### config.mk
export PLATFORM = sky130hd
export DESIGN_NAME = stride_addr_gen
export DESIGN_NICKNAME = d
export VERILOG_FILES = /design/src/design/stride_pkg.sv /design/src/design/stride_addr_gen.sv
export VERILOG_INCLUDE_DIRS = /design/src /design/src/include
export SDC_FILE = /design/constraint.sdc
export NUM_CORES = 1
export LEC_CHECK = 0
export BUFFER_PORTS_ARGS = -buffer_cell sky130_fd_sc_hd__buf_2
export CAP_MARGIN = 20
export CORE_MARGIN = 1
export CORE_UTILIZATION = 43
export DETAILED_ROUTE_END_ITERATION = 7
export GPL_ROUTABILITY_DRIVEN = 0
export GPL_TIMING_DRIVEN = 1
export HOLD_SLACK_MARGIN = 0.05
export PLACE_DENSITY = 0.65
export SLEW_MARGIN = 20
export SYNTH_ARGS = -nofsm -noshare
export SYNTH_HDL_FRONTEND = slang
export SYNTH_SLANG_ARGS = --single-unit
### constraint.sdc
create_clock -name clock -period 4.7 [get_ports clock]
set_input_delay 1.41 -clock clock [delete_from_list [all_inputs] [get_ports clock]]
set_output_delay 1.41 -clock clock [all_outputs]
set_load 0.01 [all_outputs]
### src/include/stride_defs.svh
// Size macros for address, data, memory, port count and credits of the strided load unit
`ifndef STRIDE_DEFS_SVH
`define STRIDE_DEFS_SVH

//////////////////////////////////////////////////
// Memory geometry
//////////////////////////////////////////////////

// Word address bits with addressing modulo 2**10
`define STRIDE_ADDR_W      10

// One scratchpad word
`define STRIDE_DATA_W      32

// Full address space is backed
`define STRIDE_MEM_DEPTH   1024

//////////////////////////////////////////////////
// Lane interface
//////////////////////////////////////////////////

`define STRIDE_PORTS       3          // Requesters sharing the port
`define STRIDE_CREDITS     4          // Consumer credits after reset

`endif

### src/design/stride_pkg.sv
// Shared descriptor, read request and output beat types of the strided load unit
`default_nettype none

`include "stride_defs.svh"

package stride_pkg;

	//////////////////////////////////////////////////
	// Scalar types
	//////////////////////////////////////////////////

	typedef logic [`STRIDE_ADDR_W-1:0]          addr_t;     // Word address
	typedef logic [`STRIDE_DATA_W-1:0]          data_t;     // Memory word
	typedef logic [$clog2(`STRIDE_PORTS)-1:0]   port_id_t;  // Requester index

	//////////////////////////////////////////////////
	// Structs
	//////////////////////////////////////////////////

	// Access descriptor as presented by a requester
	typedef struct packed {
		addr_t      base;       // First word
		addr_t      stride;     // Step between beats
		addr_t      length;     // Beat count where zero means one
	} access_desc_t;

	typedef struct packed {
		addr_t      addr;       // Word to read
		port_id_t   port_id;    // Owner of the beat
		logic       last;       // Final read of the access
	} rd_req_t;

	// Output stream word
	typedef struct packed {
		data_t      data;       // Read data
		port_id_t   port_id;    // Tag copied from request
		logic       last;       // End of access
	} beat_t;

endpackage

`default_nettype wire

### src/design/stride_addr_gen.sv
// Address generator walking base plus multiples of stride, paced by consumer credits
`default_nettype none

`include "stride_defs.svh"

module stride_addr_gen (
	input  wire logic                       clock,
	input  wire logic                       reset,
	input  wire logic                       grant_valid,    // Arbiter holds a grant
	input  wire stride_pkg::port_id_t       grant_port,     // Granted requester
	input  wire stride_pkg::access_desc_t   grant_desc,     // Granted descriptor
	input  wire logic                       credit_return,  // One freed beat
	output logic                            access_done,    // With the last read
	output logic                            rd_valid,       // Read issued
	output stride_pkg::rd_req_t             rd_req          // Read address and tags
);

	import stride_pkg::*;

	localparam int CRED_W = $clog2(`STRIDE_CREDITS + 1);

	logic                   busy;           // Walking a descriptor
	addr_t                  cur_addr;       // Next word to read
	addr_t                  stride;
	addr_t                  remaining;      // Beats left incl. current
	port_id_t               port_id;        // Owner of the walk
	logic [CRED_W-1:0]      credits;        // Free slots at the consumer
	logic                   issue;          // Read goes out this cycle
	logic                   final_beat;     // Current read is the last

	assign issue      = busy && (credits != '0);
	assign final_beat = (remaining == addr_t'(1));

	//////////////////////////////////////////////////
	// Credit counter
	//////////////////////////////////////////////////

	always_ff @(posedge clock) begin
		if (reset) begin
			credits <= CRED_W'(`STRIDE_CREDITS);    // Full after reset
		end else if (issue && !credit_return) begin
			credits <= credits - 1'b1;              // Spend
		end else if (!issue && credit_return) begin
			credits <= credits + 1'b1;              // Refill
		end
	end

	//////////////////////////////////////////////////
	// Descriptor walk
	//////////////////////////////////////////////////

	// Done still high means the finished grant is not yet dropped
	always_ff @(posedge clock) begin
		if (reset) begin
			busy <= 1'b0;
		end else if (!busy) begin
			busy <= grant_valid && !access_done;
		end else if (issue && final_beat) begin
			busy <= 1'b0;                           // Back to idle
		end
	end

	always_ff @(posedge clock) begin
		if (!busy) begin
			cur_addr  <= grant_desc.base;
			stride    <= grant_desc.stride;
			remaining <= (grant_desc.length == '0) ? addr_t'(1) : grant_desc.length;
			port_id   <= grant_port;
		end else if (issue) begin
			cur_addr  <= cur_addr + stride;         // Wraps at address width
			remaining <= remaining - 1'b1;
		end
	end

	//////////////////////////////////////////////////
	// Read request register
	//////////////////////////////////////////////////

	always_ff @(posedge clock) begin
		if (reset) begin
			rd_valid    <= 1'b0;
			access_done <= 1'b0;
		end else begin
			rd_valid    <= issue;
			access_done <= issue && final_beat;     // One-cycle pulse
		end
	end

	always_ff @(posedge clock) begin
		if (issue) begin
			rd_req.addr    <= cur_addr;
			rd_req.port_id <= port_id;
			rd_req.last    <= final_beat;
		end
	end

endmodule

`default_nettype wire

Word-level counts from Yosys, hierarchy flattened
Index checks and enable logic that the tools add are counted.
- shift-type cells: 0
- eq/ne operators: 2
- reductions and logical operators: 11
- div/mod/pow operators: 0
- multipliers: 0
- order comparisons: 0
- add/subtract/negate cells: 4
- multiplexer cells: 9
- bitwise operators: 0
- operators with widths (operator ; count):
    $mux 10 ; 5
    $add 10x10->10 ; 1
    $eq 10x1->1 const B ; 1
    $logic_not 10->1 ; 1
    $sub 10x1->10 const B ; 1
    $mux 3 ; 2
    $logic_and 1x1->1 ; 5
    $add 3x1->3 const B ; 1
    $logic_not 1->1 ; 3
    $reduce_bool 3->1 ; 1
    $sub 3x1->3 const B ; 1
    $mux 1 ; 2
    $ne 2x1->1 const B ; 1
    $reduce_bool 2->1 ; 1
- ROM bits: 0
- flip-flop bits (word level): 51
- memories kept: 0
- bits in latches: 0
- RAM bits: 0
- output and inout port bits: 15

Longest topological paths before layout
- word-level depth: 6
- mapped depth: 9

Worst setup path after synthesis
OpenSTA, ideal clock, no wires.
- path type: register to register
- from: reg busy
- to: reg credits[2]
- setup slack: 1.439 ns
- buffers on the path: 1
- data required time: 4.568 ns
- period minus slack after synthesis: 3.261 ns
- arrival: 3.129 ns
- stages on the path, launching flop included: 10
- library setup time: 0.132 ns
- cells stage by stage: dfxtp_1 clkbuf_1 clkinv_1 nor2_1 ha_1 inv_1 fa_1 xor2_1 o21ai_0 or3b_2
- word-level cells in the longest chain between the ends: 4
- elaborated cells between the ends (all ways): 6
- those cells by class: 1 x mux; 5 x reduce/logical
- RTL lines (what ; RTL line ; text):
    start: declaration ; stride_addr_gen.sv:22 ; logic busy;
    start signal: assignment ; stride_addr_gen.sv:57 ; busy <= grant_valid && !access_done;
    $logic_and 1x1->1 (*) ; stride_addr_gen.sv:31 ; assign issue = busy && (credits != '0);
    net issue ; stride_addr_gen.sv:28 ; logic issue;
    $logic_not 1->1 ; stride_addr_gen.sv:43 ; end else if (!issue && credit_return) begin
    $logic_and 1x1->1 ; stride_addr_gen.sv:43 ;
    $reduce_bool 2->1 (no line) ; n/a ;
    end signal: assignment ; stride_addr_gen.sv:40 ; credits <= CRED_W'(`STRIDE_CREDITS);
    end signal: assignment ; stride_addr_gen.sv:42 ; credits <= credits - 1'b1;
    end signal: assignment ; stride_addr_gen.sv:44 ; credits <= credits + 1'b1;
    end: declaration ; stride_addr_gen.sv:27 ; logic [CRED_W-1:0] credits;
Mark *: on every way through the listed nets, which the timed path passes. The rest lies on a longest branch.
A chain may end at the register's enable or synchronous reset.

Worst setup path in the final report
- from: in credit_return
- to: reg credits[2]
- word-level cells in the longest chain between the ends: 3
- elaborated cells between the ends (all ways): 5
- those cells by class: 1 x mux; 4 x reduce/logical
- RTL lines (what ; RTL line ; text):
    start: declaration ; stride_addr_gen.sv:12 ; input wire logic credit_return,
    $logic_not 1->1 ; stride_addr_gen.sv:41 ; end else if (issue && !credit_return) begin
    $logic_and 1x1->1 ; stride_addr_gen.sv:41 ;
    $mux 3 or $reduce_bool 2->1 (tied branches) ; n/a ;
Several ways; a longest one is shown, not always the timed one.

==> impl_metrics.json <==
{
  "seq_area_mm2": 0.001471,
  "cp.arrival_ps": 2890,
  "synth_top_area_share_pct": 56.25,
  "synth-seq-cells": 51,
  "dieWidth_um": 76.75,
  "grt_pass1_wl_mm": 7.417,
  "ios": 51,
  "cts_tree": "yes",
  "syn_area_per_cell_um2": 12.85,
  "clock-sinks": 51,
  "synth_edf_count": 45,
  "maxUsedRoutingLayer": "met4",
  "status": "complete, no violations",
  "grt_max_degree": 34,
  "cp-end-kind": "register",
  "worst_pin_slew_ps": 887.2,
  "synth_nets": 237,
  "cts_buffers": 5,
  "synthTopCellsByCount": "edfxtp_1 (45), nor2_1 (22), a21oi_1 (16), ha_1 (12), xnor2_1 (11)",
  "portBuffers": 50,
  "dieArea_mm2": 0.005890,
  "hold_viol": 0,
  "rows": 26,
  "cp.required_ps": 4880,
  "syn-cell-area_mm2": 0.002402,
  "grt.total_usage_pct": 16.21,
  "routed_wl_mm": 4.329,
  "crit_top_cell": "inv_1",
  "drt_iter0_drc": 80,
  "finalSetupViolations": 0,
  "wl_met3_um": 172,
  "cts_resized": 0,
  "die_h_um": 76.75,
  "grt-ovfl-total": 0,
  "fillers": 470,
  "holdWs_ps": 427.7,
  "hold_class": "register to register",
  "worst-setup-path-type": "input pin to register",
  "cts.reportedPaths.clkPinSlew_ps": 80,
  "nNetsFinal": 293,
  "slowest_stage": "or3b_2",
  "design.core.area_mm2": 0.005238,
  "postSynthCellCount": 187,
  "yosysMostFrequentCell": "edfxtp_1",
  "drc": 0,
  "route.met2.wl_mm": 2.089,
  "period_share_pct": 57.55,
  "antenna_found_initial": 0,
  "grt_pass1_vias": 1655,
  "relSlewSlack_pct": 40.71,
  "drtPass1Iterations": 4,
  "hpwlAfterDp_mm": 3.060,
  "root_buffer": "clkbuf_8",
  "synth-async-reset-ratio_pct": 0,
  "viasPerCell": 5.035,
  "worstSkewPairLatency_ps": 300,
  "multi_input_area_um2": 885.9,
  "vias": 1581,
  "yosysUniqueCellTypes": 38,
  "diodes": 0,
  "ys_seq_area_share_pct": 61.25,
  "tns_ps": 0,
  "fin_worst_skew_ps": 9.414,
  "vdd_drop_max_v": 0.0001315,
  "start_util_pct": 45.87,
  "leakage_nw": 1.105,
  "avgRoutedWirePerCell_um": 13.79,
  "critPathMaxFanout": 2,
  "ctsHoldBuffers": 0,
  "synth_top_flop_cell": "edfxtp_1",
  "postRouteAntennaNets": 0,
  "cts_setup_buffers": 0,
  "met1Wirelength_mm": 2.013,
  "h-tree-depth": 2,
  "rsz0062_at_grt": "false",
  "slew_violations": 0,
  "cts.path.max_buffers": 2,
  "period_minus_slack_ps": 2705,
  "yosys.area.top_type": "edfxtp_1",
  "max_freq_mhz": 369.7,
  "drive_gt1_share_pct": 28.69,
  "yosysWarnings": 0,
  "slowest_delay_ps": 450,
  "area_growth_pct": 17.71,
  "cp_cell_sequence": "buf_2 -> inv_1 -> ha_1 -> inv_1 -> fa_1 -> xor2_1 -> o21ai_0 -> or3b_2",
  "synth_top_cells_by_area": "edfxtp_1 (56%), ha_1 (6.3%), dfxtp_1 (5.0%)",
  "drv_cap": 0,
  "cp-start-kind": "input pin",
  "p_per_area_mw_per_mm2": 399.2
}
## layout by cell type (no fill, tap or decap), types with 2 or more instances in the layout
cell      instances
buf_2            50
edfxtp_1         45
nor2_1           22
a21oi_1          16
ha_1             12
xnor2_1          11
nor3_1            8
inv_1             7
o21ai_0           6
nand2_1           6
dfxtp_1           6
mux2_2            5
clkbuf_8          5
xor2_1            4
a211oi_1          3
a21o_1            3
clkbuf_1          3
buf_4             3
o211ai_1          2
nand3b_1          2
o21ai_1           2
nand3_1           2
o31ai_1           2
nor4_2            2
fa_1              2
## area by class of cell
class                   instances  share of cell area (%)
flip-flops and latches         51                   52.04
multi-input cells             124                   31.33
repair buffers                 53                   9.646
well taps                      70                   3.097
clock buffers                   8                   2.832
inverters                       8                   1.062
## routing by layer
layer  up-vias  global-route usage (%)
met1       736                   19.97
met5         -                       0
met4         0                   5.192
met3         5                   4.286
li1        806                       -
met2        34                   27.50
## worst paths after layout
path | startpoint | to | slack (ps) | depth (start not counted)
max reg2reg | busy | credits[2] | 2040 | 10
min | port_id[1] | rd_req[2] | 430 | 0
min reg2reg | port_id[1] | rd_req[2] | 430 | 0
max | credit_return | credits[2] | 2000 | 8
## through the flow
stage	setup WS (ps)	total power [W]	std cells	utilization (%)	instance area, um^2
after detailed placement	1694	0.0008985	306	52.46	2748
after global routing	1697	0.001197	314	53.99	2828
after floorplan	1439	0.0008163	187	-	2402
after global placement	1705	0.0008871	306	52.46	2748
after CTS	1997	0.001139	314	53.99	2828
final	1995	0.001129	314	53.99	2828
## power by group
group | switching [W] | internal, W
Clock | 0.000134 | 0.000106
Sequential | 0.0000345 | 0.000573
Combinational | 0.000153 | 0.000129
Total | 0.000321 | 0.000808
## critical path, delay by kind of cell
family / cells / cell delay [ps]
compound gates: 1 / 130
xor+xnor: 1 / 160
fa+ha+maj: 2 / 550
buf+inv: 3 / 190
simple gates: 1 / 450
## cells by family after synthesis
family	Yosys count	synth area share, %
multiplexers	5	2.344
AO/OA/AOI/OAI	41	10.83
adder cells (fa/ha/maj)	14	7.917
flip-flops	51	61.25
AND/OR/NAND/NOR	49	10.31
XOR/XNOR	15	5.469
buffers and inverters	12	1.875
## state kept, by name, summed over array words and instances (netlist names)
name / flops
rd_valid: 1
rd_req: 13
access_done: 1
stride: 10
remaining: 10
port_id: 2
credits: 3
cur_addr: 10
busy: 1
Note: power is estimated with default switching activity, not from simulation.
