`config.mk`:
```
export PLATFORM = sky130hd
export DESIGN_NAME = access_arbiter
export DESIGN_NICKNAME = d
export VERILOG_FILES = /design/src/design/stride_pkg.sv /design/src/design/access_arbiter.sv
export VERILOG_INCLUDE_DIRS = /design/src /design/src/include
export SDC_FILE = /design/constraint.sdc
export NUM_CORES = 1
export LEC_CHECK = 0
export BUFFER_PORTS_ARGS = -buffer_cell sky130_fd_sc_hd__clkbuf_2
export CAP_MARGIN = 20
export CELL_PAD_IN_SITES_DETAIL_PLACEMENT = 0
export CELL_PAD_IN_SITES_GLOBAL_PLACEMENT = 1
export CORE_MARGIN = 2
export CORE_UTILIZATION = 18
export DETAILED_ROUTE_END_ITERATION = 10
export PLACE_DENSITY = 0.83
export SETUP_SLACK_MARGIN = 0.2
export SLEW_MARGIN = 20
export SYNTH_ARGS = -nofsm -noshare
export SYNTH_HDL_FRONTEND = slang
export SYNTH_SLANG_ARGS = --single-unit
```
`constraint.sdc`:
```
create_clock -name clock -period 1.25 [get_ports clock]
set_clock_uncertainty 0.15 [all_clocks]
set_input_delay 0.0625 -clock clock [delete_from_list [all_inputs] [get_ports clock]]
set_output_delay 0.0625 -clock clock [all_outputs]
set_load 0.01 [all_outputs]
```
`src/include/stride_defs.svh`:
```
// Size macros for address, data, memory, port count and credits of the strided load unit
`ifndef STRIDE_DEFS_SVH
`define STRIDE_DEFS_SVH

//////////////////////////////////////////////////
// Memory geometry
//////////////////////////////////////////////////

// Word address bits with addressing modulo 2**10
`define STRIDE_ADDR_W      10

// One scratchpad word
`define STRIDE_DATA_W      32

// Full address space is backed
`define STRIDE_MEM_DEPTH   1024

//////////////////////////////////////////////////
// Lane interface
//////////////////////////////////////////////////

`define STRIDE_PORTS       3          // Requesters sharing the port
`define STRIDE_CREDITS     4          // Consumer credits after reset

`endif

```
`src/design/stride_pkg.sv`:
```
// Shared descriptor, read request and output beat types of the strided load unit
`default_nettype none

`include "stride_defs.svh"

package stride_pkg;

	//////////////////////////////////////////////////
	// Scalar types
	//////////////////////////////////////////////////

	typedef logic [`STRIDE_ADDR_W-1:0]          addr_t;     // Word address
	typedef logic [`STRIDE_DATA_W-1:0]          data_t;     // Memory word
	typedef logic [$clog2(`STRIDE_PORTS)-1:0]   port_id_t;  // Requester index

	//////////////////////////////////////////////////
	// Structs
	//////////////////////////////////////////////////

	// Access descriptor as presented by a requester
	typedef struct packed {
		addr_t      base;       // First word
		addr_t      stride;     // Step between beats
		addr_t      length;     // Beat count where zero means one
	} access_desc_t;

	typedef struct packed {
		addr_t      addr;       // Word to read
		port_id_t   port_id;    // Owner of the beat
		logic       last;       // Final read of the access
	} rd_req_t;

	// Output stream word
	typedef struct packed {
		data_t      data;       // Read data
		port_id_t   port_id;    // Tag copied from request
		logic       last;       // End of access
	} beat_t;

endpackage

`default_nettype wire

```
`src/design/access_arbiter.sv`:
```
// Fixed-priority arbiter that holds one requester's grant until its access is done
`default_nettype none

`include "stride_defs.svh"

module access_arbiter (
	input  wire logic                       clock,
	input  wire logic                       reset,
	input  wire logic [`STRIDE_PORTS-1:0]   req,                        // Per-port request
	input  wire stride_pkg::access_desc_t   desc [`STRIDE_PORTS],       // Per-port descriptor
	input  wire logic                       access_done,                // Last read issued
	output logic                            grant_valid,                // A grant is held
	output stride_pkg::port_id_t            grant_port,                 // Holder index
	output stride_pkg::access_desc_t        grant_desc,                 // Holder descriptor
	output logic [`STRIDE_PORTS-1:0]        done                        // Per-port done pulse
);

	import stride_pkg::*;

	logic [`STRIDE_PORTS-1:0]   grant;          // One-hot held grant
	logic [`STRIDE_PORTS-1:0]   win;            // Fixed-priority pick
	port_id_t                   held_id;        // Encoded holder

	//////////////////////////////////////////////////
	// Priority pick
	//////////////////////////////////////////////////

	// Lowest index among raised requests
	always_comb begin
		win = '0;
		for (int i = 0; i < `STRIDE_PORTS; i++) begin
			if (req[i] && (win == '0)) begin
				win[i] = 1'b1;                  // First hit wins
			end
		end
	end

	//////////////////////////////////////////////////
	// Grant registers
	//////////////////////////////////////////////////

	always_ff @(posedge clock) begin
		if (reset) begin
			grant <= '0;
		end else if (access_done) begin
			grant <= '0;                        // Free the port for one cycle
		end else if (grant == '0) begin
			grant <= win;                       // Never preempts a held grant
		end
	end

	// One-hot to index
	always_comb begin
		held_id = '0;
		for (int i = 0; i < `STRIDE_PORTS; i++) begin
			if (grant[i]) begin
				held_id = port_id_t'(i);
			end
		end
	end

	//////////////////////////////////////////////////
	// Outputs
	//////////////////////////////////////////////////

	assign grant_valid = |grant;
	assign grant_port  = held_id;
	assign grant_desc  = grant_valid ? desc[held_id] : '0;    // Zero while idle

	// Done goes back only to the holder
	assign done        = access_done ? grant : '0;

endmodule

`default_nettype wire

```
Word-level counts from Yosys, hierarchy flattened:

Index checks and enable logic that the tools add are counted.

* magnitude comparators: 1
* reduce and logical (&&, ||, !) cells: 6
* muxes and demuxes: 10
* bitwise gates (word level): 2

Operators by type and width (count)
* 30-bit two-way mux: 3
* 30-bit binary-select mux with 2-bit select: 1
* 1-bit two-way mux: 4
* 3-bit >= comparator (second input constant): 1
* 3-bit zero test: 1
* 3-bit two-way mux: 1
* 2-bit NOT with 3-bit output: 1
* 3-bit OR reduction: 1
* 1-bit logical AND: 2
* 2-bit zero test: 1
* 2-bit two-way mux: 1
* 2-bit OR reduction: 1
* 1-bit NOT: 1

* bits of input ports: 96
* word-level logic and storage cells: 20
* output and inout port bits: 36
* bits in registers: 3

Depth between registers and ports, before layout:

Gate-level depths: netlist (run 1).

* depth in word-level cells: 7
* depth in mapped cells: 4
* gate-level depth less buffers: 2

Worst setup path before layout (run 1):

No wires, ideal clock.

* kind: register to output
* from: register grant[2]
* to: output grant_desc[10] (netlist name)
* setup slack: 0.108 ns
* cell stages (with the launch flop): 5
* path buffers: 2
* arrival: 0.930 ns
* data required time: 1.038 ns
* cells stage by stage: dfxtp_1 buf_4 buf_2 nor2b_1 a21oi_1

RTL lines
* start: declaration: RTL line access_arbiter.sv:20 `` logic [`STRIDE_PORTS-1:0] grant; ``
* start signal: assignment: RTL line access_arbiter.sv:48 `grant <= win;`
* end: declaration: RTL line access_arbiter.sv:14 `output stride_pkg::access_desc_t grant_desc,`

==> results.tsv, run 1 <==
stage	metric	value	unit
power	comb_power_share	0.565	
worst_hold_path	hold_path_class	input pin to register	
power	intPower	0.000593	W
timing	holdWs	27.9	ps
worst_setup_path	crit_type	register to primary output	
timing	setup_viol	31	
die	die_h	78.8	um
layout	layout.nets	382	
worst_setup_path	cpMaxStageDelayCell	dfxtp_4	
synth	syn_inst	155	
synth	synth_area	1010	um^2
timing	relSlewSlack	0.873	
layout	largestRegisters	grant: 3 flops	
grt	met3_usage	0.0284	
power	clkPwrFrac	0.316	
die	die-area	6210	um^2
timing	rsz0062_at_grt	true	
timing	setup_slack	-158	ps
cts	clk_pin_slew	30	ps
power	power_frac_seq	0.119	
cts	cts_buffer_depth	2	
timing	worst_pin_slew	190	ps
grt	top_usage_layer	met2	
routing	wirelength	4.10	mm
die	initial_utilization	0.185	
grt	grt_antenna_before_repair	0	
synth	ys_ff_latch	3	
timing	period_minus_slack	1410	ps
cts	cts.sinks	3	
worst_setup_path	cp_max_fo	28	
layout	final.fill_count	591	
die	core	5440	um^2
worst_setup_path	arrival	1200	ps
grt	grt_usage	0.119	
routing	dr.pass1.iters	7	
worst_setup_path	endpoint_kind	primary output	
layout	syn2layout_area_growth	103	%
cts	numCtsBuffers	3	
synth	seq_area_frac_synth	0.0596	
placement	place.gp.congestion	0.784	
synth	synth_top_area_cell	a21oi_1	
cts	clk-insertion-delay-late	210	ps
power	p_total	0.000880	W
synth	synthTopCellsByArea	a21oi_1 (30%), nand3b_1 (22%), nor2b_1 (19%)	
routing	drc_errors	0	
timing	setup_tns	-4050	ps
grt	grt-ovfl-total	0	
timing	fin_crit_sh	1.13	
routing	antenna_left	0	
worst_setup_path	crit_chain	buf_12 -> nand3b_1 -> a21oi_2 -> buf_2	
routing	via_per_inst	4.36	
power	switchingPower	0.000287	W
timing	final_hold_viol_count	0	
placement	port_buffers	131	
timing	drv_slew	0	
layout	antenna_cells	0	
grt	grt_max_degree	32	
run_status	status	finished, violations left	
synth	synth_area_per_cell	6.50	um^2
layout	regMostFlops	grant	
worst_setup_path	required	1040	ps
die	rows	27	
routing	vias	1557	
run_status	violations	setup timing	
cts	tritoncts	yes	
synth	syn_nets	251	
cts	cts.htree.levels	1	
grt	first_global_vias	1431	
grt	gr-usage-met2	0.237	
power	p_leak	0.958	nW
grt	grt_pass1_wl	6.15	mm
timing	fmax	0.710	GHz
worst_hold_path	holdPathStages	3	
run	cap_violations	0	
grt	met1_usage	0.130	
power	ir_worst_vdd	0.388	mV
placement	dp_hpwl	3.12	mm
routing	wire_per_inst	11.5	um
die	io_pins	132	
worst_setup_path	max_stage_delay	360	ps
placement	place_ws	12.8	ps
layout	drive_gt1_frac	0.674	
worst_setup_path	cp-start-kind	register	
synth	yosysTopAreaCellShare	0.298	
worst_setup_path	ff2ff_path_depth	4	
power	power_density	431	nW/um^2
synth	synth.yosys.warnings	0	
cts	cts-root-buf	clkbuf_8	
synth	synth.distinct_cells	16	
routing	drt_iter0_drc	33	
layout	largest_reg_flops	3	
die	die_x	78.8	um
power	swShare	0.326	
## stage by stage
step / instance area, um^2 / utilization / std cells
floorplan: 1140 / - / 155
global placement: 1860 / 0.342 / 348
detailed placement: 1860 / 0.342 / 348
CTS: 1950 / 0.359 / 353
global route: 2040 / 0.376 / 357
finish: 2040 / 0.376 / 357
## area by class of cell
cell class              count  area [um^2]  share of cell area
flip-flops and latches      3         67.6              0.0331
multi-input cells         133          981               0.480
well taps                  72         90.1              0.0441
repair buffers            145          860               0.421
clock buffers               4         45.0              0.0220
## power groups by stage
| stage | registers, W | logic (W) | clock network, W |
|---|---|---|---|
| global route | 0.000105 | 0.000548 | 0.000299 |
| finish | 0.000104 | 0.000498 | 0.000278 |
| detailed placement | 0.000108 | 0.000477 | 0 |
| global placement | 0.000108 | 0.000473 | 0 |
| floorplan | 0.000103 | 0.000238 | 0 |
| CTS | 0.000104 | 0.000490 | 0.000287 |
## per-layer routing
| metal | wire, um | share of wire | vias to the layer above |
|---|---|---|---|
| li1 | - | - | 811 |
| met5 | 0 | 0 | - |
| met4 | 31 | 0.0076 | 0 |
| met2 | 2170 | 0.53 | 67 |
| met1 | 1570 | 0.38 | 675 |
| met3 | 334 | 0.081 | 4 |
## repair_timing
action / in CTS / in global routing
setup buffers: 0 / 2
hold buffers: 1 / 0
endpoints found under the setup margin: 39 / 38
pin swaps: 1 / 6
endpoints found under the hold margin: 1 / 0
cloned: 0 / 2
resized for setup: 11 / 39
## cells by family (layout without fill, tap and decap cells)
kind of cell / count (synthesis) / count (layout) / synth area share
AO/OA/AOI/OAI: 63 / 63 / 0.323
flip-flops: 3 / 3 / 0.0596
AND/OR/NAND/NOR: 70 / 70 / 0.492
buffers and inverters: 19 / 149 / 0.125
## final timing paths
kind                                from             to  slack, ps
worst min-delay path               reset       grant[1]         30
worst min register to register  grant[0]       grant[0]        510
worst max-delay path            grant[1]  grant_desc[1]       -160
worst max register to register  grant[2]       grant[1]         50
## worst max-delay path: cells and delay by family (launching register included)
family          cells  cell delay (ps)
buf+inv             2              300
flops               1              360
compound gates      1              140
simple gates        1              180
## layout by cell type, fill, tap and decap left out
| cell type | count |
|---|---|
| a21oi_1 | 29 |
| a21oi_2 | 31 |
| a32o_1 | 1 |
| and2_1 | 3 |
| buf_12 | 4 |
| buf_2 | 29 |
| buf_4 | 4 |
| buf_6 | 3 |
| clkbuf_1 | 1 |
| clkbuf_16 | 2 |
| clkbuf_2 | 102 |
| clkbuf_8 | 3 |
| dfxtp_1 | 1 |
| dfxtp_4 | 2 |
| dlygate4sd3_1 | 1 |
| nand3b_1 | 30 |
| nor2_1 | 2 |
| nor2b_1 | 21 |
| nor2b_2 | 8 |
| nor2b_4 | 2 |
| nor3b_1 | 1 |
| nor4_4 | 1 |
| nor4b_4 | 1 |
| o21a_1 | 2 |
| or3_1 | 1 |
## cell usage after synthesis
library cell	n
o21a_1	2
nor2b_1	31
buf_6	2
nor4b_2	1
dfxtp_1	3
buf_4	9
buf_2	5
and2_1	3
nor2_1	2
or3_1	1
nor3b_1	1
a32o_1	1
clkbuf_1	3
nor4_4	1
a21oi_1	60
nand3b_1	30
Note: power is estimated with default switching activity, not from simulation.
==> inputs of run 2 (changes only) <==
--- a/config.mk
+++ b/config.mk
@@ -10,6 +10,7 @@
 export CAP_MARGIN = 20
 export CELL_PAD_IN_SITES_DETAIL_PLACEMENT = 0
 export CELL_PAD_IN_SITES_GLOBAL_PLACEMENT = 1
+export CORE_ASPECT_RATIO = 0.5
 export CORE_MARGIN = 2
 export CORE_UTILIZATION = 18
 export DETAILED_ROUTE_END_ITERATION = 10
==> run 2 against run 1 <==
The flow still finishes with violations (setup timing). Worst hold slack got worse by 15 ps. Non-clock buffer count unchanged. Clock power increased by 4%. Final area increased by 4.9%. Clock-buffer cell count unchanged. Critical path depth unchanged. Wire length increased by 17%. First-iteration DRC count increased to 2.7 times the previous value. Setup slack got worse by 72 ps. Utilization increased by 1.8 points. Via count increased by 4.5%. Largest cell class unchanged. Largest power group unchanged. Highest routed layer unchanged.
==> results.tsv, run 2 (synthesis gave the netlist of run 1 again) <==
stage	metric	value	unit	change
run_status	status	finished, violations left		
run_status	violations	setup timing		
timing	period_minus_slack	1480	ps	+72.2 ps
worst_setup_path	crit-reg2reg-launch	grant[2]		
worst_setup_path	crit_type	register to primary output		
worst_setup_path	arrival	1270	ps	+70 ps
placement	place.gp.congestion	0.768		-2.1%
routing	routed.top_layer	met4		
timing	holdWs	13.1	ps	-14.9 ps
routing	wire_per_inst	13.4	um	+16%
die	die_h	56.9	um	-28%
timing	setup_slack	-230	ps	-72.2 ps
grt	grt_antenna_before_repair	0		unchanged
layout	drive_gt1_frac	0.709		+0.0351
worst_setup_path	required	1040	ps	about the same
run	cap_violations	0		unchanged
layout	largest_reg_flops	3		unchanged
placement	dp_hpwl	3.32	mm	+6.5%
worst_setup_path	cp-start-kind	register		
cts	cts.htree.levels	1		unchanged
grt	grt_usage	0.127		+0.00851
timing	final_hold_viol_count	0		unchanged
worst_setup_path	cp_max_fo	27		-3.6%
die	io_pins	132		unchanged
routing	drt_iter0_drc	89		+170%
power	ir_worst_vdd	0.332	mV	-14%
die	die-area	6250	um^2	+0.58%
routing	wl_met3	179	um	-46%
timing	drv_slew	0		unchanged
routing	met1_length	1.90	mm	+21%
timing	fin_crit_sh	1.18		+0.0577
cts	tritoncts	yes		
cts	cts-root-buf	clkbuf_8		
timing	setup_viol	35		+13%
timing	rsz0062_at_grt	true		
cts	clk_pin_slew	40	ps	about the same
layout	largestRegisters	grant: 3 flops		
cts	cts_buffer_depth	2		unchanged
layout	final_common_cell	clkbuf_2		
power	p_leak	0.984	nW	+2.7%
timing	relSlewSlack	0.866		-0.00674
grt	first_global_vias	1495		+4.5%
layout	syn2layout_area_growth	113	%	
grt	grt-ovfl-total	0		unchanged
worst_setup_path	cp-startpoint	grant[1]		
layout	final_cell_mix	clkbuf_2 (99), a21oi_2 (33), nand3b_1 (30), buf_2 (29), a21oi_1 (27)		
worst_hold_path	hold_path_class	input pin to register		
cts	numCtsBuffers	3		unchanged
power	power_density	433	nW/um^2	+0.44%
worst_hold_path	min_from	reset		
cts	clk-insertion-delay-late	220	ps	about the same
worst_setup_path	endpoint_kind	primary output		
placement	port_buffers	131		unchanged
layout	regMostFlops	grant		
timing	fmax	0.676	GHz	-4.9%
layout	fin_util	0.394		+0.0180
die	rows	19		-30%
cts	cts.sinks	3		unchanged
die	core	5440	um^2	about the same
routing	via_per_inst	4.54		+4.2%
grt	grt_pass1_wl	6.35	mm	+3.4%
routing	drc_errors	0		unchanged
timing	worst_pin_slew	201	ps	+11.5 ps
die	initial_utilization	0.185		about the same
routing	wl_met2	2.67	mm	+23%
layout	layout.nets	382		unchanged
routing	dr.pass1.iters	4		-3
grt	grt_max_degree	40		+25%
layout	antenna_cells	0		unchanged
routing	wirelength	4.79	mm	+17%
routing	antenna_left	0		unchanged
routing	vias	1627		+4.5%
die	die_x	110	um	+39%
power	p_total	0.000928	W	+5.4%
-- run 2: cell types whose count changed in the layout (fill, tap and decap cells not counted), sizes merged --
cell | before | now
buf | 40 | 43
clkbuf | 108 | 105
-- run 2: repair_timing --
item	CTS	global route
setup endpoints to repair	39	39
resized for setup	15	56
gates cloned	2	2
buffers inserted	1	1
pin swaps	0	11
endpoints found under the hold margin	1	0
hold buffers	1	0
-- run 2: worst max-delay path: stages (launching register included) --
cell	delay (ps)
dfxtp_4	360
buf_12	160
nand3b_1	210
a21oi_2	170
buf_2	150
-- run 2: path summary, 6_finish.rpt --
path,endpoint,slack (ps),cells after the start
max reg2reg,grant[1],-30,4
min,grant[0],10,3
min reg2reg,grant[0],500,2
max,grant_desc[22],-230,4
-- run 2: layout make-up --
type / instances / area [um^2]
repair buffers: 145 / 922
clock buffers: 4 / 45.0
fillers: 563 / 3300
well taps: 73 / 91.3
flip-flops and latches: 3 / 71.3
multi-input cells: 133 / 1010
-- run 2: through the flow --
step                worst slack [ps]  cell area, um^2  setup TNS, ps  std cells
floorplan                        161             1140              0        155
global placement                58.4             1860              0        347
detailed placement              37.9             1860              0        347
CTS                             -182             2000          -4490        355
global route                    -265             2140          -6270        358
finish                          -230             2140          -4590        358
-- run 2: routing by layer --
| layer | global-route usage | vias to the layer above |
|---|---|---|
| met3 | 0.0232 | 4 |
| met5 | 0 | - |
| met4 | 0.0380 | 0 |
| met2 | 0.246 | 37 |
| met1 | 0.139 | 772 |
| li1 | - | 814 |
-- run 2: power by group --
part	leakage (nW)	total, W	switching [W]	internal (W)
clock	0.0228	0.000290	0.0000723	0.000218
sequential	0.0267	0.000105	0.00000911	0.0000963
combinational	0.934	0.000532	0.000236	0.000296
total	0.984	0.000928	0.000317	0.000611
==> inputs of run 3 (changes only) <==
--- a/config.mk
+++ b/config.mk
@@ -16,6 +16,7 @@
 export DETAILED_ROUTE_END_ITERATION = 10
 export PLACE_DENSITY = 0.83
 export SETUP_SLACK_MARGIN = 0.2
+export SKIP_CTS_REPAIR_TIMING = 1
 export SLEW_MARGIN = 20
 export SYNTH_ARGS = -nofsm -noshare
 export SYNTH_HDL_FRONTEND = slang
==> run 3 against run 2 <==
The run still ends with setup timing left. First-iteration DRC count is 55% lower. Die area stayed put. Total power hardly changed. Critical path depth is 1 lower. Register-to-register slack better by 40 ps. Clock-buffer cell count stayed put. Sequential share of layout area hardly changed.
==> results.tsv, run 3 (synthesis gave the netlist of run 1 again) <==
stage	metric	value	unit	change
die	core	5440	um^2	unchanged
die	die_h	56.9	um	unchanged
run_status	status	finished, violations left		
placement	dp_hpwl	3.32	mm	unchanged
layout	final.fill_count	552		-2.0%
die	io_pins	132		unchanged
timing	setup_tns	-4230	ps	+354 ps
placement	place.gp.congestion	0.768		unchanged
cts	cts_buffer_depth	2		unchanged
layout	drive_gt1_frac	0.703		-0.00597
timing	period_minus_slack	1420	ps	-60.5 ps
routing	antenna_left	0		unchanged
timing	rsz0062_at_grt	true		
worst_setup_path	crit-reg2reg-launch	grant[2]		
timing	setup_slack	-170	ps	+60.5 ps
worst_setup_path	cp-start-kind	register		
cts	cts.sinks	3		unchanged
worst_setup_path	ff2ff_path_depth	4		unchanged
routing	wire_per_inst	12.8	um	-4.5%
worst_setup_path	max_stage_delay	360	ps	about the same
worst_setup_path	cp-startpoint	grant[1]		
timing	drv_slew	0		unchanged
routing	wirelength	4.59	mm	-4.2%
grt	grt_antenna_before_repair	0		unchanged
routing	wl_met2	2.50	mm	-6.3%
cts	tritoncts	yes		
worst_hold_path	holdPathStages	3		unchanged
worst_setup_path	arrival	1210	ps	-60 ps
routing	dr.pass1.iters	4		unchanged
worst_setup_path	required	1040	ps	about the same
timing	relSlewSlack	0.880		+0.0142
grt	grt_pass1_wl	6.04	mm	-5.0%
cts	clk-insertion-delay-late	220	ps	about the same
die	die_x	110	um	unchanged
power	power_density	433	nW/um^2	about the same
routing	via_per_inst	4.56		+0.33%
worst_setup_path	cpMaxStageDelayCell	dfxtp_4		
layout	antenna_cells	0		unchanged
timing	final_hold_viol_count	0		unchanged
routing	vias	1637		+0.61%
cts	clk_pin_slew	40	ps	about the same
worst_setup_path	endpoint_kind	primary output		
run	cap_violations	0		unchanged
worst_setup_path	cp_max_fo	20		-26%
layout	syn2layout_area_growth	113	%	about the same
grt	grt_usage	0.120		-0.00704
worst_setup_path	rr_endpoint	grant[1]		
run_status	violations	setup timing		
placement	port_buffers	131		unchanged
layout	fin_area	2140	um^2	about the same
grt	grt-ovfl-total	0		unchanged
routing	wl_met3	164	um	-8.4%
cts	numCtsBuffers	3		unchanged
placement	placed_area	1860	um^2	unchanged
routing	met1_length	1.90	mm	+0.16%
worst_hold_path	min_from	reset		
die	rows	19		unchanged
timing	fin_crit_sh	1.14		-0.0484
grt	first_global_vias	1438		-3.8%
worst_setup_path	crit_type	register to primary output		
worst_hold_path	hold_path_class	input pin to register		
routing	drc_errors	0		unchanged
grt	grt_max_degree	40		unchanged
worst_setup_path	reg2reg_slack	10	ps	+40 ps
timing	setup_viol	32		-8.6%
die	die-area	6250	um^2	unchanged
layout	layout.nets	383		+0.26%
cts	cts-root-buf	clkbuf_8		
layout	final_cell_mix	clkbuf_2 (98), a21oi_2 (32), buf_2 (31), nand3b_1 (30), a21oi_1 (28)		
timing	worst_pin_slew	178	ps	-22.7 ps
cts	cts.htree.levels	1		unchanged
routing	routed.top_layer	met4		
layout	largest_reg_flops	3		unchanged
power	ir_worst_vdd	0.336	mV	+0.93%
power	p_leak	0.992	nW	+0.81%
worst_hold_path	min_to	grant[0]		
timing	fmax	0.704	GHz	+4.3%
worst_setup_path	crit_chain	buf_12 -> or3_1 -> clkbuf_2		
layout	largestRegisters	grant: 3 flops		
die	initial_utilization	0.185		unchanged
layout	final_common_cell	clkbuf_2		
routing	drt_iter0_drc	40		-55%
layout	regMostFlops	grant		
-- run 3: layer usage --
layer	vias up	GRT usage
met1	787	0.128
li1	815	-
met2	33	0.240
met5	-	0
met3	2	0.0209
met4	0	0.0307
-- run 3: stage by stage --
| stage | hold WS (ps) | std cells | total power [W] | util | setup WS [ps] |
|---|---|---|---|---|---|
| after floorplan | 79.9 | 155 | 0.000341 | - | 161 |
| after global placement | 190 | 347 | 0.000581 | 0.341 | 58.4 |
| after detailed placement | 199 | 347 | 0.000590 | 0.341 | 37.9 |
| after CTS | -29.2 | 351 | 0.000886 | 0.350 | -201 |
| after global routing | 45.3 | 359 | 0.000995 | 0.393 | -226 |
| final | 14.8 | 359 | 0.000927 | 0.393 | -170 |
-- run 3: worst max-delay path: cells and delay by family, from the launching register on --
family | cells | cell delay (ps)
AND/OR/NAND/NOR | 1 | 340
flip-flops | 1 | 360
buffers and inverters | 2 | 280
-- run 3: layout make-up --
| class | count | area (um^2) | area share |
|---|---|---|---|
| tap | 73 | 91.3 | 0.0426 |
| sequential | 3 | 71.3 | 0.0333 |
| timing repair buffer | 146 | 942 | 0.440 |
| multi-input combinational | 133 | 992 | 0.463 |
| clock buffer | 4 | 45.0 | 0.0210 |
-- run 3: how the worst max path moves through the flow --
stage / to / slack, ps / cells after the start
2_1_floorplan: grant_desc[19] / 160 / 4
3_3_place_gp: grant_valid / 60 / 3
3_5_place_dp: grant_desc[4] / 40 / 4
4_1_cts: grant_desc[4] / -200 / 4
5_1_grt: grant_desc[11] / -230 / 4
6_report: grant_valid / -170 / 3
-- run 3: power breakdown --
group | leakage [nW] | switching [W] | internal, W
Clock | 0.0228 | 0.0000730 | 0.000218
Sequential | 0.0267 | 0.0000102 | 0.0000963
Combinational | 0.942 | 0.000230 | 0.000300
